**src/arithPkg.sv**
```systemverilog
package arithPkg;

  // **************************************************
  // Widths
  // **************************************************
  localparam int operandWidth = 8;
  localparam int nibbleWidth  = 4;
  localparam int productWidth = 16;

  typedef logic [operandWidth-1:0]  operand_t;
  typedef logic [nibbleWidth-1:0]   nibble_t;
  typedef logic [2*nibbleWidth-1:0] quadProd_t;
  typedef logic [productWidth-1:0]  product_t;

  // Three always-exact quadrants
  typedef struct packed {
    quadProd_t hiLo;
    quadProd_t loHi;
    quadProd_t hiHi;
  } quadSet_t;

  // **************************************************
  // Adder cells, result is {carry, sum}
  // **************************************************
  function automatic logic [1:0] fullAdd(input logic a, input logic b, input logic cin);
    fullAdd = {(a & b) | ((a ^ b) & cin), a ^ b ^ cin};
  endfunction

  function automatic logic [1:0] halfAdd(input logic a, input logic b);
    halfAdd = {a & b, a ^ b};
  endfunction

  // **************************************************
  // 2x2 multiplier cells
  // **************************************************
  function automatic nibble_t mul2Exact(input logic [1:0] c, input logic [1:0] d);
    logic crossA;
    logic crossB;
    logic topAnd;
    logic midCarry;
    crossA   = c[0] & d[1];
    crossB   = c[1] & d[0];
    topAnd   = c[1] & d[1];
    // Carry out of the middle column
    midCarry = crossA & crossB;
    mul2Exact = {topAnd & midCarry, topAnd ^ midCarry, crossA ^ crossB, c[0] & d[0]};
  endfunction

  // Middle bit comes straight from the multiplier high bit
  function automatic nibble_t mul2Approx(input logic [1:0] c, input logic [1:0] d);
    mul2Approx = {1'b0, c[1] & d[1], d[1], c[0] & d[0]};
  endfunction

  // **************************************************
  // 4x4 quadrant from four cell products
  // **************************************************
  // p0 = lo*lo, p1 = hi*lo, p2 = lo*hi, p3 = hi*hi
  function automatic quadProd_t reduce4(input nibble_t p0, input nibble_t p1,
                                        input nibble_t p2, input nibble_t p3);
    logic [1:0] comp0;
    logic [1:0] comp1;
    logic [1:0] comp2;
    logic [1:0] comp3;
    logic [1:0] rip3;
    logic [1:0] rip4;
    logic [1:0] rip5;
    logic [1:0] rip6;
    // Column compression
    comp0 = fullAdd(p0[2], p1[0], p2[0]);
    comp1 = fullAdd(p0[3], p1[1], p2[1]);
    comp2 = fullAdd(p1[2], p2[2], p3[0]);
    comp3 = fullAdd(p1[3], p2[3], p3[1]);
    // Final ripple
    rip3 = halfAdd(comp1[0], comp0[1]);
    rip4 = fullAdd(comp2[0], comp1[1], rip3[1]);
    rip5 = fullAdd(comp3[0], comp2[1], rip4[1]);
    rip6 = fullAdd(p3[2], comp3[1], rip5[1]);
    // Top carry cannot occur, product fits in 8 bits
    reduce4 = {p3[3] ^ rip6[1], rip6[0], rip5[0], rip4[0], rip3[0], comp0[0], p0[1:0]};
  endfunction

endpackage

```
**src/ctrlPkg.sv**
```systemverilog
package ctrlPkg;

  // **************************************************
  // Operation mode
  // **************************************************
  // Selects the low-by-low quadrant cells
  typedef enum logic {
    modeExact  = 1'b0,
    modeApprox = 1'b1
  } mulMode_t;

  // **************************************************
  // Request and result
  // **************************************************
  // 17 bits in total
  typedef struct packed {
    mulMode_t           mode;
    arithPkg::operand_t multiplicand;
    arithPkg::operand_t multiplier;
  } mulReq_t;

  typedef struct packed {
    arithPkg::product_t product;
  } mulRes_t;

endpackage

```
**src/approxQuadrant.sv**
```systemverilog
`timescale 1ns/10ps

module approxQuadrant (
  input  logic                clk,
  input  logic                rst,
  input  ctrlPkg::mulReq_t    req,
  input  logic                inValid,
  output arithPkg::quadProd_t quadLo
);
  import arithPkg::*;
  import ctrlPkg::*;

  // Low nibbles of both operands
  nibble_t   aLo;
  nibble_t   bLo;
  // Cell products, lo*lo, hi*lo, lo*hi, hi*hi
  nibble_t   cellLL;
  nibble_t   cellHL;
  nibble_t   cellLH;
  nibble_t   cellHH;
  quadProd_t quadNext;

  assign aLo = req.multiplicand[nibbleWidth-1:0];
  assign bLo = req.multiplier[nibbleWidth-1:0];

  // **************************************************
  // Cell selection by mode
  // **************************************************
  always_comb begin
    if (req.mode == modeApprox) begin
      cellLL = mul2Approx(aLo[1:0], bLo[1:0]);
      cellHL = mul2Approx(aLo[3:2], bLo[1:0]);
      cellLH = mul2Approx(aLo[1:0], bLo[3:2]);
      cellHH = mul2Approx(aLo[3:2], bLo[3:2]);
    end else begin
      cellLL = mul2Exact(aLo[1:0], bLo[1:0]);
      cellHL = mul2Exact(aLo[3:2], bLo[1:0]);
      cellLH = mul2Exact(aLo[1:0], bLo[3:2]);
      cellHH = mul2Exact(aLo[3:2], bLo[3:2]);
    end
  end

  // Same compressor shape for both modes
  assign quadNext = reduce4(cellLL, cellHL, cellLH, cellHH);

  // **************************************************
  // Stage one register
  // **************************************************
  always_ff @(posedge clk) begin
    if (rst) begin
      quadLo <= '0;
    end else if (inValid) begin
      quadLo <= quadNext;
    end
  end

  // Exact mode must give the true nibble product one cycle later
  exactLowProduct: assert property (
    @(posedge clk) disable iff (rst)
      (inValid && req.mode == modeExact) |=>
        (quadLo == quadProd_t'($past(aLo)) * quadProd_t'($past(bLo)))
  ) else $error("Low quadrant wrong in exact mode");

endmodule

```
**src/exactQuadrants.sv**
```systemverilog
`timescale 1ns/10ps

module exactQuadrants (
  input  logic               clk,
  input  logic               rst,
  input  ctrlPkg::mulReq_t   req,
  input  logic               inValid,
  output arithPkg::quadSet_t quads,
  output logic               stageValid
);
  import arithPkg::*;

  nibble_t  aLo;
  nibble_t  aHi;
  nibble_t  bLo;
  nibble_t  bHi;
  quadSet_t quadsNext;

  // One full exact 4x4 quadrant
  function automatic quadProd_t exactQuad(input nibble_t c, input nibble_t d);
    exactQuad = reduce4(mul2Exact(c[1:0], d[1:0]), mul2Exact(c[3:2], d[1:0]),
                        mul2Exact(c[1:0], d[3:2]), mul2Exact(c[3:2], d[3:2]));
  endfunction

  // Operand split
  assign aLo = req.multiplicand[nibbleWidth-1:0];
  assign aHi = req.multiplicand[operandWidth-1:nibbleWidth];
  assign bLo = req.multiplier[nibbleWidth-1:0];
  assign bHi = req.multiplier[operandWidth-1:nibbleWidth];

  // **************************************************
  // Exact quadrants
  // **************************************************
  assign quadsNext.hiLo = exactQuad(aHi, bLo);
  assign quadsNext.loHi = exactQuad(aLo, bHi);
  assign quadsNext.hiHi = exactQuad(aHi, bHi);

  // **************************************************
  // Stage one register and valid
  // **************************************************
  always_ff @(posedge clk) begin
    if (rst) begin
      quads      <= '0;
      stageValid <= 1'b0;
    end else begin
      // Valid follows inValid every cycle
      stageValid <= inValid;
      if (inValid) begin
        quads <= quadsNext;
      end
    end
  end

  // Pipeline empty right after reset
  validClearedByReset: assert property (
    @(posedge clk) rst |=> !stageValid
  ) else $error("Stage valid set in the cycle after reset");

endmodule

```
**src/productReducer.sv**
```systemverilog
`timescale 1ns/10ps

module productReducer (
  input  logic                clk,
  input  logic                rst,
  input  arithPkg::quadProd_t quadLo,
  input  arithPkg::quadSet_t  quads,
  input  logic                stageValid,
  output ctrlPkg::mulRes_t    res,
  output logic                outValid
);
  import arithPkg::*;

  // Column sums and carries of the compression stage
  logic [7:0]  colSum;
  logic [7:0]  colCarry;
  // Ripple carries, indexed by the product bit that produced them
  logic [14:5] chain;
  product_t    sum;

  // **************************************************
  // Column compression
  // **************************************************
  always_comb begin
    for (int i = 0; i < 4; i++) begin
      // Bits 4 to 7, low quadrant upper half with the two cross quadrants
      {colCarry[i], colSum[i]} = fullAdd(quadLo[i+4], quads.hiLo[i], quads.loHi[i]);
      // Bits 8 to 11, cross quadrants upper half with the high quadrant
      {colCarry[i+4], colSum[i+4]} = fullAdd(quads.hiLo[i+4], quads.loHi[i+4],
                                             quads.hiHi[i]);
    end
  end

  // **************************************************
  // Final ripple addition
  // **************************************************
  always_comb begin
    // Low bits pass through
    sum[3:0] = quadLo[3:0];
    sum[4]   = colSum[0];
    {chain[5], sum[5]} = halfAdd(colSum[1], colCarry[0]);
    for (int k = 6; k <= 11; k++) begin
      {chain[k], sum[k]} = fullAdd(colSum[k-4], colCarry[k-5], chain[k-1]);
    end
    {chain[12], sum[12]} = fullAdd(quads.hiHi[4], colCarry[7], chain[11]);
    {chain[13], sum[13]} = halfAdd(quads.hiHi[5], chain[12]);
    {chain[14], sum[14]} = halfAdd(quads.hiHi[6], chain[13]);
    // No carry out of the top bit
    sum[15] = quads.hiHi[7] ^ chain[14];
  end

  // **************************************************
  // Output register
  // **************************************************
  always_ff @(posedge clk) begin
    if (rst) begin
      res      <= '0;
      outValid <= 1'b0;
    end else begin
      outValid <= stageValid;
      // Hold last product on idle cycles
      if (stageValid) begin
        res.product <= sum;
      end
    end
  end

  // Every result traces back to a filled stage one
  outValidFromStage: assert property (
    @(posedge clk) disable iff (rst)
      outValid |-> $past(stageValid)
  ) else $error("Output valid without a stage one operation");

endmodule

```
**src/approxMul8.sv**
```systemverilog
`timescale 1ns/10ps

module approxMul8 (
  input  logic             clk,
  input  logic             rst,
  input  ctrlPkg::mulReq_t req,
  input  logic             inValid,
  output ctrlPkg::mulRes_t res,
  output logic             outValid
);
  import arithPkg::*;

  // Stage one results
  quadProd_t quadLo;
  quadSet_t  quads;
  logic      stageValid;

  // Mode-selectable low-by-low quadrant
  approxQuadrant uLowQuad (
    .clk     (clk),
    .rst     (rst),
    .req     (req),
    .inValid (inValid),
    .quadLo  (quadLo)
  );

  // Remaining three quadrants and the stage valid
  exactQuadrants uExactQuads (
    .clk        (clk),
    .rst        (rst),
    .req        (req),
    .inValid    (inValid),
    .quads      (quads),
    .stageValid (stageValid)
  );

  // Reduction, final add and output stage
  productReducer uReducer (
    .clk        (clk),
    .rst        (rst),
    .quadLo     (quadLo),
    .quads      (quads),
    .stageValid (stageValid),
    .res        (res),
    .outValid   (outValid)
  );

endmodule

```
**config.mk**
```make
export PLATFORM = sky130hd
export DESIGN_NAME = approxMul8
export DESIGN_NICKNAME = d
export VERILOG_FILES = /design/src/arithPkg.sv /design/src/ctrlPkg.sv /design/src/approxQuadrant.sv /design/src/exactQuadrants.sv /design/src/productReducer.sv /design/src/approxMul8.sv
export SDC_FILE = /design/constraint.sdc
export NUM_CORES = 1
export LEC_CHECK = 0
export BUFFER_PORTS_ARGS = -buffer_cell sky130_fd_sc_hd__buf_2
export CELL_PAD_IN_SITES_DETAIL_PLACEMENT = 0
export CELL_PAD_IN_SITES_GLOBAL_PLACEMENT = 1
export CORE_ASPECT_RATIO = 0.6
export CORE_MARGIN = 1
export CORE_UTILIZATION = 40
export CTS_CLUSTER_DIAMETER = 100
export DETAILED_ROUTE_END_ITERATION = 16
export PLACE_DENSITY = 0.71
export SKIP_LAST_GASP = 1
export SYNTH_ARGS = -nofsm -noshare
export SYNTH_HDL_FRONTEND = slang
export SYNTH_HIERARCHICAL = 1
export SYNTH_SLANG_ARGS = --single-unit
```
**constraint.sdc**
```tcl
create_clock -name clk -period 5.6 [get_ports clk]
set_input_delay 0 -clock clk [delete_from_list [all_inputs] [get_ports clk]]
set_output_delay 0 -clock clk [all_outputs]
set_load 0.02 [all_outputs]
```
==> flow_summary.json, run 1 <==
{
  "drv_slew": 0,
  "synth_cell_type_count": 23,
  "route.detailed.drc": 0,
  "drt_iter0_drc": 67,
  "cts_buffers": 5,
  "post-synth-top-count-cell": "and2_1",
  "crit_arrival_ns": 4.99,
  "maxCapViolations": 0,
  "area_delta_synth_final_pct": 10.6,
  "ys_async_sr_fraction_pct": 0,
  "synth.top_cell.area_share_pct": 25.8,
  "syn_nets": 479,
  "synth_seq_cells": 50,
  "place.detailed.hpwl_mm": 5.77,
  "setup_viol": 0,
  "p_int_mw": 0.722,
  "place_area_um2": 4130,
  "die_width_um": 129,
  "rows": 27,
  "syn_avg_cell_area_um2": 10.3,
  "required_ns": 5.72,
  "p_sw_mw": 0.297,
  "synth_top_area_cell": "dfxtp_1",
  "die_height_um": 78.3,
  "finClkSkew_ns": 0.00624,
  "h-tree-depth": 2,
  "p_per_area_nw_per_um2": 237,
  "syn_area_um2": 3880,
  "wire_per_inst_um": 13.9,
  "viasPerCell": 4.60,
  "fin_area_um2": 4290,
  "gr-total-overflow": 0,
  "fin_crit_ns": 4.87,
  "cts_tree": "done",
  "portBuffers": 36,
  "crit_type": "reg -> reg",
  "postCtsSetupBuffers": 0,
  "layout-drive-gt1-share_pct": 14.2,
  "finalCritPeriodShare_pct": 86.9,
  "clockBufferDepth": 2,
  "vias": 2474,
  "io_pins": 37,
  "synth_flop_cell": "dfxtp_1",
  "switching_share_pct": 29.1,
  "p_leak_nw": 2.14,
  "vdd_drop_max_v": 0.000133,
  "power_mw": 1.02,
  "worstMarginPinSlew_ns": 1.05,
  "grt_pass1_vias": 2572,
  "crit_fanout": 2,
  "gp_congestion": 0.755,
  "cts.sinks": 50,
  "postCtsHoldBufs": 0,
  "hold_viol_final": 0,
  "initial_core_util_pct": 41.8,
  "pwr-share-seq_pct": 40.6,
  "cp-start-kind": "register",
  "coreArea_um2": 9290,
  "clock_power_share_pct": 32.9,
  "ys_top_cells_by_area": "dfxtp_1, fa_1, ha_1",
  "grt_pass1_wl_mm": 12.6,
  "die_area_um2": 10100,
  "clockRootBuffer": "clkbuf_16",
  "synthCells": 377,
  "fmax_mhz": 205,
  "status": "finished clean",
  "finalSetupTns_ns": 0,
  "maxSlewHeadroom_pct": 29.6,
  "ant_nets": 0,
  "synth_enable_flop_cells": 0,
  "antenna_found_initial": 0,
  "first_pass_iters": 4,
  "diodes": 0,
  "nets": 509,
  "clkTransAtPathRegs_ns": 0.06,
  "clock_latency_ns": 0.28,
  "hold_class": "in -> reg",
  "track_usage_pct": 16.3,
  "end_kind": "register",
  "synth_warnings": 6,
  "cts.repair.resized": 0,
  "synth_seq_area_share_pct": 25.8,
  "pwr-share-comb_pct": 26.5,
  "wl_mm": 7.47,
  "ys_top_cells_by_count": "and2_1, inv_1, dfxtp_1",
  "grt_max_degree": 51,
  "rsz0062_at_grt": "false"
}
==> worst paths after layout <==
check / startpoint / endpoint / slack (ns) / cells after the start
max reg2reg: uLowQuad/quadLo[5] / uReducer/res[15] / 0.73 / 15
min reg2reg: uExactQuads/quads[16] / uExactQuads/quads[16] / 0.48 / 2
max: uLowQuad/quadLo[5] / uReducer/res[15] / 0.73 / 15
min: req[8] / uExactQuads/quads[8] / 0.09 / 3
==> cells by family (layout without fill, tap and decap cells) <==
kind of cell,count (synthesis),in the layout,synth area share (%)
XOR/XNOR,4,4,0.903
adder cells (fa/ha/maj),82,82,34.8
flip-flops,50,50,25.8
AO/OA/AOI/OAI,12,12,3.03
buffers and inverters,65,96,7.54
multiplexers,44,44,11.5
AND/OR/NAND/NOR,120,120,16.5
==> critical path: stages, from the launching register on <==
cell and delay [ns]:
dfxtp_1 0.33, fa_1 0.49, ha_1 0.22, fa_1 0.45, fa_1 0.46, fa_1 0.47
fa_1 0.46, fa_1 0.46, fa_1 0.42, inv_1 0.09, fa_1 0.18, inv_1 0.04
ha_1 0.17, ha_1 0.18, xnor2_1 0.19, a211oi_2 0.09
==> state kept, by name, summed over array words and instances (netlist names) <==
register and count:
uLowQuad/quadLo 8, uReducer/outValid 1, uReducer/res 16, uExactQuads/stageValid 1, uExactQuads/quads 24
==> power by group through the flow <==
stage / Combinational [mW] / Sequential (mW) / Clock, mW
finish: 0.270 / 0.414 / 0.335
global route: 0.311 / 0.418 / 0.363
CTS: 0.279 / 0.414 / 0.346
detailed placement: 0.275 / 0.422 / 0
global placement: 0.271 / 0.421 / 0
floorplan: 0.187 / 0.426 / 0
==> per-layer routing <==
metal,track usage [%],part of all wire [%]
met1,22.1,50
met2,27.1,47
met3,3.68,2.8
met4,1.76,0.31
met5,0,0
==> placed cells by master (no fill, tap or decap) <==
master / count
nand2b_1: 6
inv_1: 52
nor2_2: 3
nand2_1: 3
nor2_1: 41
mux2_2: 5
clkbuf_16: 5
clkinvlp_4: 1
buf_2: 36
xnor2_1: 4
mux2i_1: 39
a2111oi_2: 1
clkbuf_1: 1
a211oi_2: 6
bufinv_16: 1
nor2b_1: 5
and4b_1: 1
and2_1: 57
a211oi_1: 1
fa_1: 43
nand3_1: 4
ha_1: 39
dfxtp_1: 50
a21oi_1: 4
==> final cells by class <==
type | count | area [um^2]
Inverter | 52 | 195
Tap cell | 130 | 163
Multi-Input combinational cell | 262 | 2590
Fill cell | 904 | 5000
Clock buffer | 6 | 129
Timing Repair Buffer | 36 | 180
Sequential cell | 50 | 1000
Clock inverter | 2 | 37.5
==> per-stage QoR <==
stage / util (%) / hold slack (ns) / instances / setup slack, ns
global route: 46.2 / 0.0940 / 538 / 0.447
CTS: 46.2 / 0.0829 / 538 / 0.691
finish: 46.2 / 0.0909 / 538 / 0.732
detailed placement: 44.4 / 0.385 / 530 / 0.738
global placement: 44.4 / 0.386 / 530 / 0.756
floorplan: - / 0.164 / 377 / 0.944
Power figures use the tool's default switching activity.
==> inputs of run 2 (changes only) <==
- clock period: 5.6 -> 4.7 ns (I/O delays scaled with it)
==> flow_summary.json, run 2 (synthesis gave the netlist of run 1 again) <==
{
  "status": "finished clean",
  "required_ns": 4.82,
  "postCtsSetupBuffers": 0,
  "grt_pass1_wl_mm": 12.6,
  "portBuffers": 36,
  "place.detailed.hpwl_mm": 5.84,
  "wire_per_inst_um": 13.9,
  "seq_area_um2": 1000,
  "wl_mm": 7.47,
  "die_width_um": 129,
  "gr-total-overflow": 0,
  "vdd_drop_max_v": 0.000164,
  "clock_latency_ns": 0.29,
  "vias": 2524,
  "cts_buffers": 5,
  "track_usage_pct": 16.3,
  "final_common_cell": "and2_1",
  "grt_pass1_vias": 2580,
  "crit_path_start": "uLowQuad/quadLo[5]",
  "hold_viol_final": 0,
  "end_kind": "register",
  "fin_crit_ns": 4.44,
  "setup_viol": 0,
  "first_pass_iters": 4,
  "crit_arrival_ns": 4.56,
  "crit_fanout": 2,
  "die_height_um": 78.3,
  "p_leak_nw": 2.13,
  "postCtsHoldBufs": 0,
  "clockRootBuffer": "clkbuf_16",
  "area_delta_synth_final_pct": 11.2,
  "coreArea_um2": 9290,
  "reg2reg_from": "uLowQuad/quadLo[5]",
  "gp_congestion": 0.750,
  "worstMarginPinSlew_ns": 1.05,
  "cts_tree": "done",
  "mostFrequentLayoutCells": "and2_1, inv_1, dfxtp_1, nor2_1, mux2i_1",
  "finalCritPeriodShare_pct": 94.4,
  "largest_reg_flops": 24,
  "nets": 510,
  "fin_cells": 539,
  "viasPerCell": 4.68,
  "fillers": 885,
  "cts.sinks": 50,
  "crit_type": "reg -> reg",
  "cp-start-kind": "register",
  "hold_class": "in -> reg",
  "route.detailed.drc": 0,
  "clkTransAtPathRegs_ns": 0.06,
  "drv_slew": 0,
  "placedCellCount": 531,
  "finClkSkew_ns": 0.00582,
  "power_mw": 1.22,
  "fmax_mhz": 225,
  "grt_max_degree": 51,
  "drt_iter0_drc": 42,
  "initial_core_util_pct": 41.8,
  "rsz0062_at_grt": "false",
  "ant_nets": 0,
  "die_area_um2": 10100,
  "antenna_found_initial": 0,
  "diodes": 0,
  "top_register": "uExactQuads/quads",
  "io_pins": 37,
  "rows": 27,
  "p_per_area_nw_per_um2": 283,
  "maxCapViolations": 0,
  "h-tree-depth": 2,
  "min_from": "req[8]",
  "clockBufferDepth": 2,
  "maxSlewHeadroom_pct": 29.7,
  "multi_input_area_um2": 2600,
  "post-route-util_pct": 46.5,
  "dpl_worst_slack_ns": -0.175,
  "layout-drive-gt1-share_pct": 15.9,
  "top_regs": "uExactQuads/quads: 24 flops, uReducer/res: 16 flops, uLowQuad/quadLo: 8 flops",
  "worst_slack_ns": 0.261
}
[run 2: cell count changes in the layout (fill, tap and decap cells not counted), sizes merged]
cell / previous run / this run
buf: 36 / 37
[run 2: through the flow]
step | hold WS, ns | TNS (ns) | instance area (um^2)
after floorplan | 0.164 | 0 | 3880
after global placement | 0.386 | -0.256 | 4130
after detailed placement | 0.382 | -0.329 | 4130
after CTS | 0.0792 | 0 | 4310
after global routing | 0.0914 | 0 | 4320
final | 0.0799 | 0 | 4320
[run 2: per-layer routing]
metal / vias up / track usage [%] / share of wire, %
met2: 23 / 27.7 / 48
li1: 1249 / - / -
met4: 0 / 1.41 / 0.19
met1: 1248 / 22.1 / 49
met3: 4 / 3.34 / 3.1
met5: - / 0 / 0
[run 2: area by class of cell]
| cell class | count | share of cell area [%] |
|---|---|---|
| Timing Repair Buffer | 37 | 4.35 |
| Clock buffer | 6 | 2.99 |
| Sequential cell | 50 | 23.2 |
| Inverter | 52 | 4.52 |
| Multi-Input combinational cell | 262 | 60.3 |
| Tap cell | 130 | 3.77 |
| Clock inverter | 2 | 0.870 |
[run 2: worst max-delay path, stage by stage (launching register included)]
cell and delay, ns:
dfxtp_1 0.33, fa_1 0.48, ha_2 0.20, fa_2 0.41, fa_2 0.41, fa_2 0.41, fa_2 0.39, fa_2 0.35
fa_1 0.41, inv_1 0.08, fa_1 0.16, inv_1 0.04, ha_1 0.17, ha_1 0.18, xnor2_1 0.17, a211oi_2 0.09
[run 2: final timing paths]
| check | endpoint | slack, ns | cells past startpoint |
|---|---|---|---|
| worst max-delay path | uReducer/res[15] | 0.26 | 15 |
| worst min-delay path | uExactQuads/quads[8] | 0.08 | 3 |
| worst max register to register | uReducer/res[15] | 0.26 | 15 |
| worst min register to register | uExactQuads/quads[16] | 0.47 | 2 |
[run 2: where the power goes]
group	switching, mW	internal [mW]	leakage (nW)
sequential	0.0289	0.464	0.410
clock	0.153	0.251	0.0771
combinational	0.177	0.149	1.65
total	0.360	0.864	2.13
[run 2: what timing repair did]
action / in CTS / in global routing
resized for setup: 3 / 3
pin swaps: 1 / 1
setup endpoints to repair: 2 / 3
cloned: 0 / 0
==> inputs of run 3 (changes only) <==
- ABC_AREA: not set -> 1
- PLACE_DENSITY: 0.71 -> 0.74
==> flow_summary.json, run 3 <==
{
  "status": "finished clean",
  "top_register": "uExactQuads/quads",
  "drv_slew": 0,
  "die_width_um": 132,
  "muxShareOfSynthArea_pct": 0,
  "seq_area_um2": 1000,
  "synth_warnings": 6,
  "cts_buffers": 5,
  "layout-drive-gt1-share_pct": 12.2,
  "hold_class": "in -> reg",
  "diodes": 0,
  "cts_tree": "done",
  "fin_area_um2": 4390,
  "synth-xor-area-share_pct": 0,
  "wire_per_inst_um": 12.6,
  "end_kind": "register",
  "synth_enable_flop_cells": 0,
  "place.detailed.hpwl_mm": 6.82,
  "required_ns": 4.92,
  "place_area_um2": 4230,
  "worstMarginPinSlew_ns": 0.755,
  "first_pass_iters": 4,
  "top_regs": "uExactQuads/quads: 24 flops, uReducer/res: 16 flops, uLowQuad/quadLo: 8 flops",
  "cts.sinks": 50,
  "hold_viol_final": 0,
  "portBuffers": 36,
  "p_leak_nw": 2.55,
  "ys_async_sr_fraction_pct": 0,
  "route.detailed.drc": 0,
  "dpl_worst_slack_ns": -0.134,
  "fin_cells": 677,
  "syn_area_um2": 4070,
  "fillers": 1061,
  "post-synth-top-count-cell": "inv_1",
  "largest_reg_flops": 24,
  "ant_nets": 0,
  "grt_pass1_vias": 3144,
  "gp_congestion": 0.813,
  "finClkSkew_ns": 0.00779,
  "dr_wl_met2_mm": 3.91,
  "maxSlewHeadroom_pct": 49.7,
  "syn_nets": 622,
  "track_usage_pct": 17.9,
  "antenna_found_initial": 0,
  "fmax_mhz": 225,
  "final_common_cell": "inv_1",
  "io_pins": 37,
  "synth_compound_area_share_pct": 7.79,
  "multi_input_area_um2": 2390,
  "crit_type": "reg -> reg",
  "synth.top_cell.area_share_pct": 24.6,
  "crit_arrival_ns": 4.66,
  "coreArea_um2": 9880,
  "synth_seq_cells": 50,
  "fin_crit_ns": 4.44,
  "grt_max_degree": 40,
  "cp-start-kind": "register",
  "yosys.area_share.simple_pct": 17.5,
  "holdWs_ns": 0.0650,
  "synth_flop_cell": "dfxtp_1",
  "initial_core_util_pct": 41.1,
  "p_per_area_nw_per_um2": 268,
  "nets": 643,
  "area_delta_synth_final_pct": 8.06,
  "viasPerCell": 4.52,
  "post-route-util_pct": 44.5,
  "vdd_drop_max_v": 0.000192,
  "maxCapViolations": 0,
  "drt_iter0_drc": 138,
  "setup_viol": 0,
  "synthCells": 520,
  "synth_cell_type_count": 25,
  "die_area_um2": 10600,
  "power_mw": 1.18,
  "worst-r2r-setup-slack_ns": 0.26,
  "ys_top_cells_by_area": "dfxtp_1, fa_1, ha_1",
  "grt_pass1_wl_mm": 14.7,
  "crit_fanout": 2,
  "mostFrequentLayoutCells": "inv_1, nand2_1, nor2_1, dfxtp_1",
  "h-tree-depth": 2,
  "synthAdderAreaFrac_pct": 33.2,
  "synth_top_family_by_area": "adder cells",
  "rows": 28,
  "finalCritPeriodShare_pct": 94.5,
  "clkTransAtPathRegs_ns": 0.07,
  "worst_slack_ns": 0.261,
  "vias": 3058,
  "postCtsHoldBufs": 0,
  "syn_avg_cell_area_um2": 7.82,
  "wl_mm": 8.51,
  "die_height_um": 80.1,
  "clock_latency_ns": 0.29,
  "placedCellCount": 669,
  "wl_met1_mm": 4.27,
  "synth_top_area_cell": "dfxtp_1",
  "clockRootBuffer": "clkbuf_16",
  "rsz0062_at_grt": "false",
  "synth_seq_area_share_pct": 24.6,
  "top_layer_used": "met4",
  "wl_met3_um": 285,
  "ys_top_cells_by_count": "inv_1, nand2_1, nor2_1",
  "gr-total-overflow": 0,
  "clockBufferDepth": 2,
  "finalSetupTns_ns": 0
}
run 3: cell types whose count changed in the layout (fill, tap and decap cells not counted), moves of 13 or more:
cell     before  now
a21oi_1       4   17
and2_1       57    0
inv_1        52  127
mux2i_1      39    0
nand2_1       3  110
nor2_1       41   62
o21ai_1       0   14
run 3: worst max-delay path: stages (launching register included):
cell and delay, ns:
dfxtp_1 0.33, fa_1 0.49, ha_2 0.20, fa_2 0.40
fa_2 0.41, fa_2 0.40, fa_2 0.39, fa_2 0.36
fa_1 0.41, inv_1 0.09, fa_1 0.18, inv_1 0.04
ha_1 0.19, ha_1 0.28, nand2_1 0.05, a21oi_1 0.16
run 3: cells by family after synthesis:
kind of cell | count (synthesis)
buffers and inverters | 152
DFF | 50
adders and majority gates | 82
AOI/OAI and AO/OA | 55
and+or+nand+nor | 181
run 3: what timing repair did:
action,4_1_cts,5_1_grt
pin swaps,0,1
endpoints found under the hold margin,0,0
gates resized for setup,3,4
endpoints found under the setup margin,2,2
buffers inserted,0,0
gates cloned,0,0
run 3: worst paths after layout:
| kind | start | endpoint | depth (start not counted) |
|---|---|---|---|
| min reg2reg | uReducer/res[1] | uReducer/res[1] | 2 |
| max | uLowQuad/quadLo[5] | uReducer/res[14] | 15 |
| max reg2reg | uLowQuad/quadLo[5] | uReducer/res[14] | 15 |
| min | req[16] | uLowQuad/quadLo[1] | 3 |
run 3: layout make-up:
type / count / area share (%)
sequential: 50 / 22.8
timing repair buffer: 36 / 4.10
tap: 135 / 3.85
inverter: 130 / 11.3
clock inverter: 2 / 0.285
multi-input combinational: 318 / 54.5
clock buffer: 6 / 3.16
run 3: power breakdown:
group          total [mW]  internal (mW)  switching (mW)
clock network       0.370          0.211           0.159
logic               0.321          0.127           0.194
registers           0.486          0.460          0.0254
total                1.18          0.798           0.378
run 3: metal layers:
| layer | vias up | track usage (%) |
|---|---|---|
| li1 | 1562 | - |
| met1 | 1460 | 23.8 |
| met2 | 30 | 30.8 |
| met3 | 6 | 3.72 |
| met4 | 0 | 2.33 |
| met5 | - | 0 |
